**src/logic/busPkg.sv**
```systemverilog
`default_nettype none

package busPkg;

	// wishbone classic request from the host
	typedef struct packed {
		logic cyc;
		logic stb;
		logic we;
		logic [2:0] adr; // word address into the register map
		logic [15:0] dat; // write data
	} wbReqT;

	// wishbone classic response back to the host
	typedef struct packed {
		logic ack;
		logic [15:0] dat; // read data, valid with ack
	} wbRspT;

	// register map
	parameter logic [2:0] REG_CONTROL = 3'd0; // bit 0 enable, bits 3:1 speed
	parameter logic [2:0] REG_INTERVAL = 3'd1; // frames between spawns
	parameter logic [2:0] REG_CATCHES = 3'd2; // read only
	parameter logic [2:0] REG_MISSES = 3'd3; // read only
	parameter logic [2:0] REG_STATUS = 3'd4; // bit 0 pickup active, read only

endpackage

`default_nettype wire

```
**src/logic/gamePkg.sv**
```systemverilog
`default_nettype none

package gamePkg;

	// visible area in pixels
	parameter int SCREEN_WIDTH = 640;
	parameter int SCREEN_HEIGHT = 480;

	// positions are kept in 1/64 pixel units
	// the multiplier must stay a power of two so the divide is a shift
	parameter int FIXED_POINT_MULTIPLIER = 64;

	// falling speed per frame in 1/64 pixel is 64 plus 32 times the speed level
	// speed 0 moves one pixel per frame and speed 7 moves four and a half
	typedef logic [2:0] speedT;

	// screen coordinate in whole pixels
	// signed so parked or partly offscreen objects still compare correctly
	typedef struct packed {
		logic signed [10:0] x;
		logic signed [10:0] y;
	} coordT;

	// square object on the screen
	typedef struct packed {
		coordT topLeft;
		logic [6:0] size; // edge length in pixels
	} boxT;

endpackage

`default_nettype wire
```
**src/logic/pickupSystem.sv**
```systemverilog
`timescale 1ns/1ps
`default_nettype none

module pickupSystem
	import gamePkg::*, busPkg::*;
#(
	parameter int PICKUP_SIZE = 32,
	parameter logic [7:0] LFSR_SEED = 8'hA5
) (
	input logic clk,
	input logic resetN,
	input wbReqT wbReq,
	output wbRspT wbRsp,
	input logic startOfFrame, // one pulse per video frame
	input boxT playerBox,
	input coordT pixel, // current scan position
	output logic drawRequest, // paint the pickup color here
	output logic pickupActive
);

	logic enable;
	speedT speed;
	logic [7:0] interval;
	logic [15:0] catches, misses;
	logic deploy, remove, hit;
	logic [7:0] spawnColumn;
	coordT position;

	pickupRegisters i_pickupRegisters (
		.clk(clk),
		.resetN(resetN),
		.wbReq(wbReq),
		.wbRsp(wbRsp),
		.enable(enable),
		.speed(speed),
		.interval(interval),
		.catches(catches),
		.misses(misses),
		.active(pickupActive)
	);

	pickupController #(.LFSR_SEED(LFSR_SEED)) i_pickupController (
		.clk(clk),
		.resetN(resetN),
		.startOfFrame(startOfFrame),
		.enable(enable),
		.interval(interval),
		.hit(hit),
		.isActive(pickupActive),
		.deploy(deploy),
		.remove(remove),
		.spawnColumn(spawnColumn),
		.catches(catches),
		.misses(misses)
	);

	pickupMotion #(.PICKUP_SIZE(PICKUP_SIZE)) i_pickupMotion (
		.clk(clk),
		.resetN(resetN),
		.startOfFrame(startOfFrame),
		.deploy(deploy),
		.remove(remove),
		.spawnColumn(spawnColumn),
		.speed(speed),
		.position(position),
		.isActive(pickupActive)
	);

	pickupGeometry #(.PICKUP_SIZE(PICKUP_SIZE)) i_pickupGeometry (
		.position(position),
		.isActive(pickupActive),
		.playerBox(playerBox),
		.pixel(pixel),
		.hit(hit),
		.drawRequest(drawRequest)
	);

endmodule

`default_nettype wire

```
**src/logic/pickupGeometry.sv**
```systemverilog
`timescale 1ns/1ps
`default_nettype none

module pickupGeometry
	import gamePkg::*;
#(
	parameter int PICKUP_SIZE = 32 // edge of the square in pixels
) (
	input coordT position, // pickup top left
	input logic isActive,
	input boxT playerBox,
	input coordT pixel, // current scan position
	output logic hit, // pickup touches the player
	output logic drawRequest // pixel lies inside the pickup
);

	localparam logic signed [11:0] SIZE = 12'(PICKUP_SIZE);

	// one extra bit so right and bottom edges never wrap
	logic signed [11:0] pickLeft, pickRight, pickTop, pickBottom;
	logic signed [11:0] playerLeft, playerRight, playerTop, playerBottom;
	logic signed [11:0] pixelX, pixelY;
	logic overlapX, overlapY;

	always_comb begin
		pickLeft = {position.x[10], position.x};
		pickTop = {position.y[10], position.y};
		pickRight = pickLeft + SIZE;
		pickBottom = pickTop + SIZE;
		playerLeft = {playerBox.topLeft.x[10], playerBox.topLeft.x};
		playerTop = {playerBox.topLeft.y[10], playerBox.topLeft.y};
		playerRight = playerLeft + {5'd0, playerBox.size};
		playerBottom = playerTop + {5'd0, playerBox.size};
		pixelX = {pixel.x[10], pixel.x};
		pixelY = {pixel.y[10], pixel.y};
	end

	// touching edges do not count
	assign overlapX = (pickLeft < playerRight) && (playerLeft < pickRight);
	assign overlapY = (pickTop < playerBottom) && (playerTop < pickBottom);
	assign hit = isActive && overlapX && overlapY;

	// left and top edges belong to the square
	assign drawRequest = isActive
		&& (pixelX >= pickLeft) && (pixelX < pickRight)
		&& (pixelY >= pickTop) && (pixelY < pickBottom);

endmodule

`default_nettype wire

```
**src/logic/pickupMotion.sv**
```systemverilog
`timescale 1ns/1ps
`default_nettype none

module pickupMotion
	import gamePkg::*;
#(
	parameter int PICKUP_SIZE = 32 // edge of the square in pixels
) (
	input logic clk,
	input logic resetN,
	input logic startOfFrame, // one pulse per video frame
	input logic deploy, // place a new pickup at the top
	input logic remove, // caught, park it offscreen
	input logic [7:0] spawnColumn,
	input speedT speed,
	output coordT position, // top left corner in whole pixels
	output logic isActive
);

	localparam int FRACTION_BITS = $clog2(FIXED_POINT_MULTIPLIER);
	localparam int Y_LIMIT = (SCREEN_HEIGHT - 1) * FIXED_POINT_MULTIPLIER; // last row to move from
	localparam int PARK_X = SCREEN_WIDTH * FIXED_POINT_MULTIPLIER;
	localparam int PARK_Y = SCREEN_HEIGHT * FIXED_POINT_MULTIPLIER;
	localparam int MAX_SPAWN_X = SCREEN_WIDTH - PICKUP_SIZE; // square stays on screen

	logic signed [17:0] xFixed, yFixed; // top left in 1/64 pixel
	logic signed [17:0] step;
	logic [9:0] spawnX; // spawn x in whole pixels

	// 64 plus 32 per speed level
	assign step = 18'(FIXED_POINT_MULTIPLIER + speed * (FIXED_POINT_MULTIPLIER / 2));

	always_comb begin
		spawnX = {1'b0, spawnColumn, 1'b0}; // column times two
		if (spawnX > 10'(MAX_SPAWN_X)) begin
			spawnX = 10'(MAX_SPAWN_X);
		end
	end

	// remove wins over the frame step, the frame step wins over deploy
	always_ff @(posedge clk or negedge resetN) begin
		if (!resetN) begin
			xFixed <= 18'(PARK_X);
			yFixed <= 18'(PARK_Y);
			isActive <= 1'b0;
		end else if (remove) begin
			xFixed <= 18'(PARK_X);
			yFixed <= 18'(PARK_Y);
			isActive <= 1'b0;
		end else if (startOfFrame && isActive) begin
			if (yFixed <= Y_LIMIT) begin
				yFixed <= yFixed + step;
			end else begin
				isActive <= 1'b0; // fell past the bottom
			end
		end else if (deploy) begin
			xFixed <= 18'(spawnX * FIXED_POINT_MULTIPLIER);
			yFixed <= '0;
			isActive <= 1'b1;
		end
	end

	// drop the fraction
	assign position.x = 11'(xFixed >>> FRACTION_BITS);
	assign position.y = 11'(yFixed >>> FRACTION_BITS);

endmodule

`default_nettype wire

```
**src/logic/pickupController.sv**
```systemverilog
`timescale 1ns/1ps
`default_nettype none

module pickupController #(
	parameter logic [7:0] LFSR_SEED = 8'hA5 // first spawn column is twice this
) (
	input logic clk,
	input logic resetN,
	input logic startOfFrame, // one pulse per video frame
	input logic enable, // new spawns allowed
	input logic [7:0] interval, // frames to wait before a spawn
	input logic hit, // pickup overlaps the player
	input logic isActive, // pickup is falling
	output logic deploy, // start a new pickup
	output logic remove, // take the pickup off after a catch
	output logic [7:0] spawnColumn, // half of the spawn x
	output logic [15:0] catches,
	output logic [15:0] misses
);

	logic [7:0] frameCount; // frames waited so far
	logic [7:0] lfsr;
	logic lfsrFeedback;
	logic frameDue; // this frame pulse reaches the interval
	logic isActiveDly; // for the falling edge of isActive
	logic removeDly; // remove lines up with that falling edge

	// taps 8,6,5,4 give a maximal length sequence
	assign lfsrFeedback = lfsr[7] ^ lfsr[5] ^ lfsr[4] ^ lfsr[3];

	// interval 0 behaves like 1
	assign frameDue = ({1'b0, frameCount} + 9'd1) >= {1'b0, interval};

	assign spawnColumn = lfsr; // sampled by motion on the deploy cycle

	// spawn scheduling
	always_ff @(posedge clk or negedge resetN) begin
		if (!resetN) begin
			frameCount <= '0;
			deploy <= 1'b0;
			lfsr <= LFSR_SEED;
		end else begin
			deploy <= 1'b0; // single cycle pulse
			if (!enable || isActive || deploy) begin
				frameCount <= '0; // count only while idle and enabled
			end else if (startOfFrame) begin
				if (frameDue) begin
					deploy <= 1'b1;
					frameCount <= '0;
				end else begin
					frameCount <= frameCount + 8'd1;
				end
			end
			if (deploy) begin
				lfsr <= {lfsr[6:0], lfsrFeedback}; // advance after the column is used
			end
		end
	end

	// catch and miss bookkeeping
	always_ff @(posedge clk or negedge resetN) begin
		if (!resetN) begin
			remove <= 1'b0;
			catches <= '0;
			misses <= '0;
			isActiveDly <= 1'b0;
			removeDly <= 1'b0;
		end else begin
			remove <= 1'b0;
			isActiveDly <= isActive;
			removeDly <= remove;
			// hit stays high until the pickup parks, so fire once
			if (hit && isActive && !remove) begin
				remove <= 1'b1;
				catches <= catches + 16'd1;
			end
			// left the screen on its own
			if (isActiveDly && !isActive && !removeDly) begin
				misses <= misses + 16'd1;
			end
		end
	end

endmodule

`default_nettype wire

```
**src/logic/pickupRegisters.sv**
```systemverilog
`timescale 1ns/1ps
`default_nettype none

module pickupRegisters
	import gamePkg::*, busPkg::*;
(
	input logic clk,
	input logic resetN,
	input wbReqT wbReq, // host bus request
	output wbRspT wbRsp, // host bus response
	output logic enable, // spawning allowed
	output speedT speed, // falling speed level
	output logic [7:0] interval, // frames between spawns
	input logic [15:0] catches,
	input logic [15:0] misses,
	input logic active // a pickup is on screen
);

	logic request; // a valid bus cycle is presented
	logic served; // this cycle already got its ack
	logic ack;
	logic accept; // first cycle of a new request
	logic [15:0] readData;

	assign request = wbReq.cyc && wbReq.stb;
	assign accept = request && !served;

	// one ack per strobe
	// served stays high until the master drops stb
	always_ff @(posedge clk or negedge resetN) begin
		if (!resetN) begin
			served <= 1'b0;
			ack <= 1'b0;
		end else begin
			served <= request;
			ack <= accept;
		end
	end

	// writes land on the same edge that raises ack
	always_ff @(posedge clk or negedge resetN) begin
		if (!resetN) begin
			enable <= 1'b0;
			speed <= '0;
			interval <= '0;
		end else if (accept && wbReq.we) begin
			case (wbReq.adr)
				REG_CONTROL: begin
					enable <= wbReq.dat[0];
					speed <= wbReq.dat[3:1];
				end
				REG_INTERVAL: interval <= wbReq.dat[7:0];
				default: ; // counters and status ignore writes
			endcase
		end
	end

	// read mux, master holds adr through the ack cycle
	always_comb begin
		case (wbReq.adr)
			REG_CONTROL: readData = {12'd0, speed, enable};
			REG_INTERVAL: readData = {8'd0, interval};
			REG_CATCHES: readData = catches;
			REG_MISSES: readData = misses;
			REG_STATUS: readData = {15'd0, active};
			default: readData = '0; // unused addresses read zero
		endcase
	end

	assign wbRsp.ack = ack;
	assign wbRsp.dat = readData;

endmodule

`default_nettype wire

```
**config.mk**
```make
export PLATFORM = sky130hd
export DESIGN_NAME = pickupSystem
export DESIGN_NICKNAME = d
export VERILOG_FILES = /design/src/logic/busPkg.sv /design/src/logic/gamePkg.sv /design/src/logic/pickupSystem.sv /design/src/logic/pickupGeometry.sv /design/src/logic/pickupMotion.sv /design/src/logic/pickupController.sv /design/src/logic/pickupRegisters.sv
export SDC_FILE = /design/constraint.sdc
export NUM_CORES = 1
export LEC_CHECK = 0
export BUFFER_PORTS_ARGS = -buffer_cell sky130_fd_sc_hd__buf_2
export CAP_MARGIN = 5
export CORE_MARGIN = 1.5
export CORE_UTILIZATION = 40
export DETAILED_ROUTE_END_ITERATION = 16
export HOLD_SLACK_MARGIN = 0.08
export SLEW_MARGIN = 20
export SYNTH_ARGS = -nofsm -noshare
export SYNTH_HDL_FRONTEND = slang
export SYNTH_SLANG_ARGS = --single-unit
```
**constraint.sdc**
```tcl
create_clock -name clk -period 4 [get_ports clk]
set_input_delay 0.2 -clock clk [delete_from_list [all_inputs] [get_ports clk]]
set_output_delay 0.2 -clock clk [all_outputs]
set_load 0.005 [all_outputs]
```
# Word-level counts from Yosys, hierarchy flattened
# Cells that the tools add are included.
[word_totals]
regBits = 102
input_bits = 76
output_inout_bits = 19
elab_cells = 99
[op_classes]
addsub = 10
order_cmp = 11
n_eq_ne = 7
mux = 20
bitwise = 3
reduce_logical = 32
[ops]
columns = ["op", "n"]
rows = [
  ["$pmux W16 S5", 1],
  ["$lt A11 B12 Y1", 6],
  ["$mux W18", 4],
  ["$mux W17", 3],
  ["$add A16 B1 Y16 const B", 2],
  ["$add A11 B7 Y12 const B", 2],
  ["$add A11 B8 Y12", 2],
  ["$mux W8", 3],
  ["$ge A11 B11 Y1", 2],
  ["$add A18 B10 Y18", 1],
  ["$le A18 B16 Y1 const B", 1],
  ["$logic_and A1 B1 Y1", 16],
  ["$gt A9 B10 Y1 const B", 1],
  ["$mux W10", 1],
  ["$reduce_and A2 Y1", 5],
  ["$add A7 B8 Y9 const A", 1],
  ["$add A8 B1 Y9 const B", 1],
  ["$ge A9 B8 Y1", 1],
  ["$add A8 B1 Y8 const B", 1],
  ["$mux W1", 8],
  ["$eq A3 B2 Y1 const B", 2],
  ["$ne A3 B3 Y1 const B", 2],
  ["$logic_not A1 Y1", 5],
  ["$reduce_bool A2 Y1", 2],
  ["7 further kinds", 10],
]

# Logic depth before layout (Yosys ltp)
[depth]
depth_word = 8
mapped_depth = 17

# Hierarchy
# Synthesis repeated with hierarchy kept, for this count alone.
[hier_totals]
cells_unflattened = 782
hier_area_um2 = 7541.0
[by_module_without_submodules]
columns = ["module", "n_inst", "cells_per_inst", "area_each_um2", "seq_area_each_um2"]
rows = [
  ["pickupGeometry", 1, 343, 2678.8, 0.0],
  ["pickupController", 1, 208, 2492.4, 1306.3],
  ["pickupMotion", 1, 151, 1416.4, 583.1],
  ["pickupRegisters", 1, 80, 953.4, 350.3],
]

# Worst setup path after synthesis
# OpenSTA, ideal clock, no wires.
[synth_timing]
kind = "input -> register"
startpoint = "input port playerBox[0] (netlist name)"
endpoint = "register i_pickupController.catches[1]"
arrival_ns = 3.501
path_slack_ns = 0.371
path_stages = 16
n_path_buf = 0
cell_sequence = "ha_1 -> fa_1 -> a21o_1 -> a21oi_1 -> o21bai_1 -> a21oi_1 -> nor2b_1 -> o21bai_1 -> xor2_1 -> ha_1 -> and4_1 -> a21o_1 -> a31oi_1 -> mux2_4 -> nor3b_4 -> mux2_1"
[synth_via]
elab_chain_cells = 7
elab_cells_between_ends = 10
[synth_lines]
columns = ["element", "line", "rtl"]
rows = [
  ["start, declared", "pickupSystem.sv:15", "input boxT playerBox,"],
  ["$add A11 B8 Y12", "pickupGeometry.sv:32", "playerRight = playerLeft + {5'd0, playerBox.size};"],
  ["$lt A11 B12 Y1", "pickupGeometry.sv:39", "assign overlapX = (pickLeft < playerRight) && (playerLeft < pickRight);"],
  ["$logic_and A1 B1 Y1", "pickupGeometry.sv:39", ""],
  ["$logic_and A1 B1 Y1", "pickupGeometry.sv:41", "assign hit = isActive && overlapX && overlapY;"],
  ["$logic_and A1 B1 Y1 (*)", "pickupGeometry.sv:41", ""],
  ["$logic_and A1 B1 Y1 (*) (2 in a row)", "pickupController.sv:73", "if (hit && isActive && !remove) begin"],
  ["end signal, assigned", "pickupController.sv:75", "catches <= catches + 16'd1;"],
  ["end, declared", "pickupController.sv:17", "output logic [15:0] catches,"],
]
# Mark *: on every way between the ends. The rest lies on a longest branch, timed or not.
# A chain may end at the register's enable or synchronous reset.

# Worst setup path after layout
# Ends and elaborated chain as after synthesis.

==> flow_summary_export.csv <==
group,metric,value,unit
status,status,"complete, no violations",
die,ios,95,
hold_path,holdCritPathClass,"input pin to register",
layout,drive_gt1_share,19.1,%
synthesis,synth_cell_types,64,
setup_path,arrival,3.85,ns
grt,overflow,0,
drt,vias,5743,
cts,clockBufferDepth,2,
power_and_ir_drop,power_switching,1.20,mW
sta,finClkSkew,0.00754,ns
synthesis,synth-seq-cells,89,
grt,grt_max_degree,61,
sta,maxSlewViolCount,0,
setup_path,worstSetupPathType,"input pin to register",
synthesis,synth_cells,757,
sta,fin_crit,3.63,ns
cts,hold_buffers,3,
sta,hold_viol,0,
cts,cts_buffers,9,
setup_path,cp_slowest_stage_delay,0.41,ns
cts,cts-htree-levels,3,
power_and_ir_drop,power_frac_seq,38.7,%
power_and_ir_drop,combPwrFrac,35.8,%
placement,dpl.hpwl,13.2,mm
cts,cts_tree,"yes",
die,die_y,137,um
power_and_ir_drop,p_int,2.12,mW
synthesis,synth_warnings,0,
die,row_count,48,
sta,period_share,90.7,%
synthesis,synthMuxAreaShare,6.65,%
drt,drt_iter0_markers,246,
synthesis,ys_seq_area_share,31.3,%
power_and_ir_drop,p_sw_share,36.1,%
drt,ant_nets,0,
power_and_ir_drop,leakagePower,3.93,nW
cts,clkTransAtPathRegs,0.07,ns
drt,drc,0,
grt,antenna_found_initial,0,
drt,firstDrtPassIters,4,
setup_path,cp_slowest_cell,"fa_1",
sta,worst_slew_pin_slew,0.860,ns
synthesis,avgSynthCellArea,9.45,um^2
placement,portBuffers,86,
setup_path,worst_setup_path_start_kind,"input pin",
synthesis,async_flop_share,100,%
die,die_w,137,um
flow_run,max_cap_violations,0,
power_and_ir_drop,clockPowerShare,25.4,%
cts,insertion_delay,0.34,ns
synthesis,synth_edf_count,0,
setup_path,cp_max_fo,5,
layout,antenna_cells,0,
die,dieArea,18700,um^2
synthesis,synth_compound_area_share,13.5,%
drt,wl_per_cell,15.3,um
power_and_ir_drop,powerDensity,406,nW/um^2
cts,cts_sinks,89,
setup_path,required,4.22,ns
cts,cts_setup_buffers,0,
drt,routed_wl,16.5,mm
grt,grt_pass1_vias,5605,
synthesis,synth-simple-area-share,17.9,%
grt,grt_use_total,18.6,%
cts,cts_resized,0,
synthesis,synthXorXnorAreaFrac,7.96,%
placement,gp_congestion,0.815,
sta,whs,0.0911,ns
synthesis,yosys.area_share.adder,18.9,%
grt,grt_pass1_wl,27.4,mm
sta,setup_viol,0,
layout,finalNetCount,1030,
synthesis,syn-cell-area,7150,um^2
sta,maxSlewHeadroom,42.5,%
layout,fillCellCount,1718,
synthesis,synth_top_family_by_area,"adder cells",
power_and_ir_drop,vdd.ir_drop.worst,0.253,mV
sta,finalSetupTns,0,ns
synthesis,synth_nets,939,
layout,areaGrowthSynthToFinish,14.1,%
cts,clk_root_buffer_cell,"clkbuf_16",
drt,avgViaCountPerCell,5.33,
die,start_util,41.2,%
setup_path,end_kind,"register",
die,core_area,17400,um^2
sta,fmax,276,MHz
synthesis,ys.flop_type,"dfrtp_1",
setup_path,cp_cell_sequence,"buf_2 > ha_1 > fa_1 > a21o_1 > a21oi_1 > o21bai_1 > a21oi_1 > nor2b_1 > o21ai_0 > xor2_1 > ha_1 > and4_1 > a21o_1 > a31oi_1 > mux2_4 > nor3b_4 > mux2_1",
sta,grt_setup_unrepaired,"false",
-- synth_stat cells, types with 11 or more instances --
library cell	n	area (um^2)
a21o_1	14	105
a21oi_1	42	210
and3_1	12	75.1
dfrtp_1	79	1980
ha_1	103	1290
inv_1	47	176
mux2_2	23	259
nand2_1	58	218
nand3_1	28	140
nand4_1	14	87.6
nor2_1	57	214
nor2b_1	12	75.1
nor3_1	14	70.1
nor3_2	11	110
o21ai_0	29	145
xnor2_1	28	245
xor2_1	37	324
-- final timing paths --
kind / cells past startpoint / from / slack [ns] / end
worst max-delay path: 17 / playerBox[0] / 0.37 / i_pickupController.catches[1]$_DFFE_PN0P_
worst min-delay path: 2 / wbReq[21] / 0.09 / i_pickupRegisters.served$_DFF_PN0_
worst max register to register: 12 / i_pickupMotion.yFixed[11]$_DFFE_PN1P_ / 0.46 / i_pickupController.catches[2]$_DFFE_PN0P_
worst min register to register: 1 / i_pickupRegisters.served$_DFF_PN0_ / 0.44 / i_pickupRegisters.ack$_DFF_PN0_
max in group asynchronous: 3 / resetN / 2.64 / i_pickupMotion.xFixed[15]$_DFFE_PN1P_
min in group asynchronous: 2 / resetN / 0.47 / i_pickupController.frameCount[7]$_DFFE_PN0P_
-- cell families (layout without fill, tap and decap cells) --
kind of cell             Yosys count  in the layout
multiplexers                      39             39
buffers and inverters             65            161
AND/OR/NAND/NOR                  243            243
AO/OA/AOI/OAI                    150            150
XOR/XNOR                          65             65
adder cells (fa/ha/maj)          106            106
flip-flops                        89             89
-- through the flow --
stage          power (mW)  setup slack [ns]  instance area, um^2  instances  util [%]
6_report             3.32             0.371                 8160       1078      47.0
5_1_grt              3.59             0.120                 8160       1078      47.0
4_1_cts              3.36             0.357                 8160       1078      47.0
3_3_place_gp         2.47            0.0275                 7840       1059      45.1
3_5_place_dp         2.48            0.0134                 7840       1059      45.1
2_1_floorplan        2.10             0.371                 7150        757         -
-- critical path: cells and delay by family --
kind | cells | cell delay (ns)
and+or+nand+nor | 3 | 0.53
muxes | 2 | 0.71
adders and majority gates | 3 | 0.88
AOI/OAI and AO/OA | 7 | 1.24
xor gates and xnor gates | 1 | 0.18
buffers and inverters | 1 | 0.11
-- routing by layer --
| metal | track usage, % | vias to the layer above | share of wire, % |
|---|---|---|---|
| met5 | 0 | - | 0 |
| met4 | 4.43 | 0 | 1.0 |
| met3 | 2.52 | 13 | 4.1 |
| met2 | 29.8 | 105 | 44 |
| met1 | 26.5 | 2696 | 51 |
| li1 | - | 2929 | - |
-- cell usage in the layout (no fill, tap or decap), types with 23 or more instances in the layout --
cell       n
ha_1     103
buf_2     85
dfrtp_1   79
nand2_1   58
nor2_1    57
inv_1     47
a21oi_1   42
xor2_1    37
o21ai_0   29
nand3_1   28
xnor2_1   28
mux2_2    23
-- flip-flops by register name (all words and copies together), names as in the netlist --
name	cells
i_pickupController.remove	1
i_pickupController.catches	16
i_pickupController.misses	16
i_pickupController.deploy	1
i_pickupController.frameCount	8
i_pickupController.spawnColumn	8
i_pickupRegisters.interval	8
i_pickupMotion.isActive	1
i_pickupRegisters.ack	1
i_pickupRegisters.served	1
i_pickupRegisters.speed	3
i_pickupMotion.xFixed	9
i_pickupController.removeDly	1
i_pickupMotion.yFixed	13
i_pickupController.isActiveDly	1
i_pickupRegisters.enable	1
-- power groups by stage --
stage	registers [mW]	logic, mW	clock network [mW]
2_1_floorplan	1.20	0.897	0
3_3_place_gp	1.30	1.17	0
3_5_place_dp	1.30	1.19	0
4_1_cts	1.28	1.20	0.873
5_1_grt	1.31	1.38	0.900
6_report	1.29	1.19	0.844
-- final cells by class --
class | count | area (um^2) | area share (%)
timing repair buffer | 97 | 523 | 6.41
tap | 225 | 282 | 3.45
inverter | 48 | 180 | 2.21
multi-input combinational | 603 | 4640 | 56.9
sequential | 89 | 2240 | 27.4
clock inverter | 4 | 51.3 | 0.628
clock buffer | 12 | 246 | 3.02
Note: power is estimated with default switching activity, not from simulation.
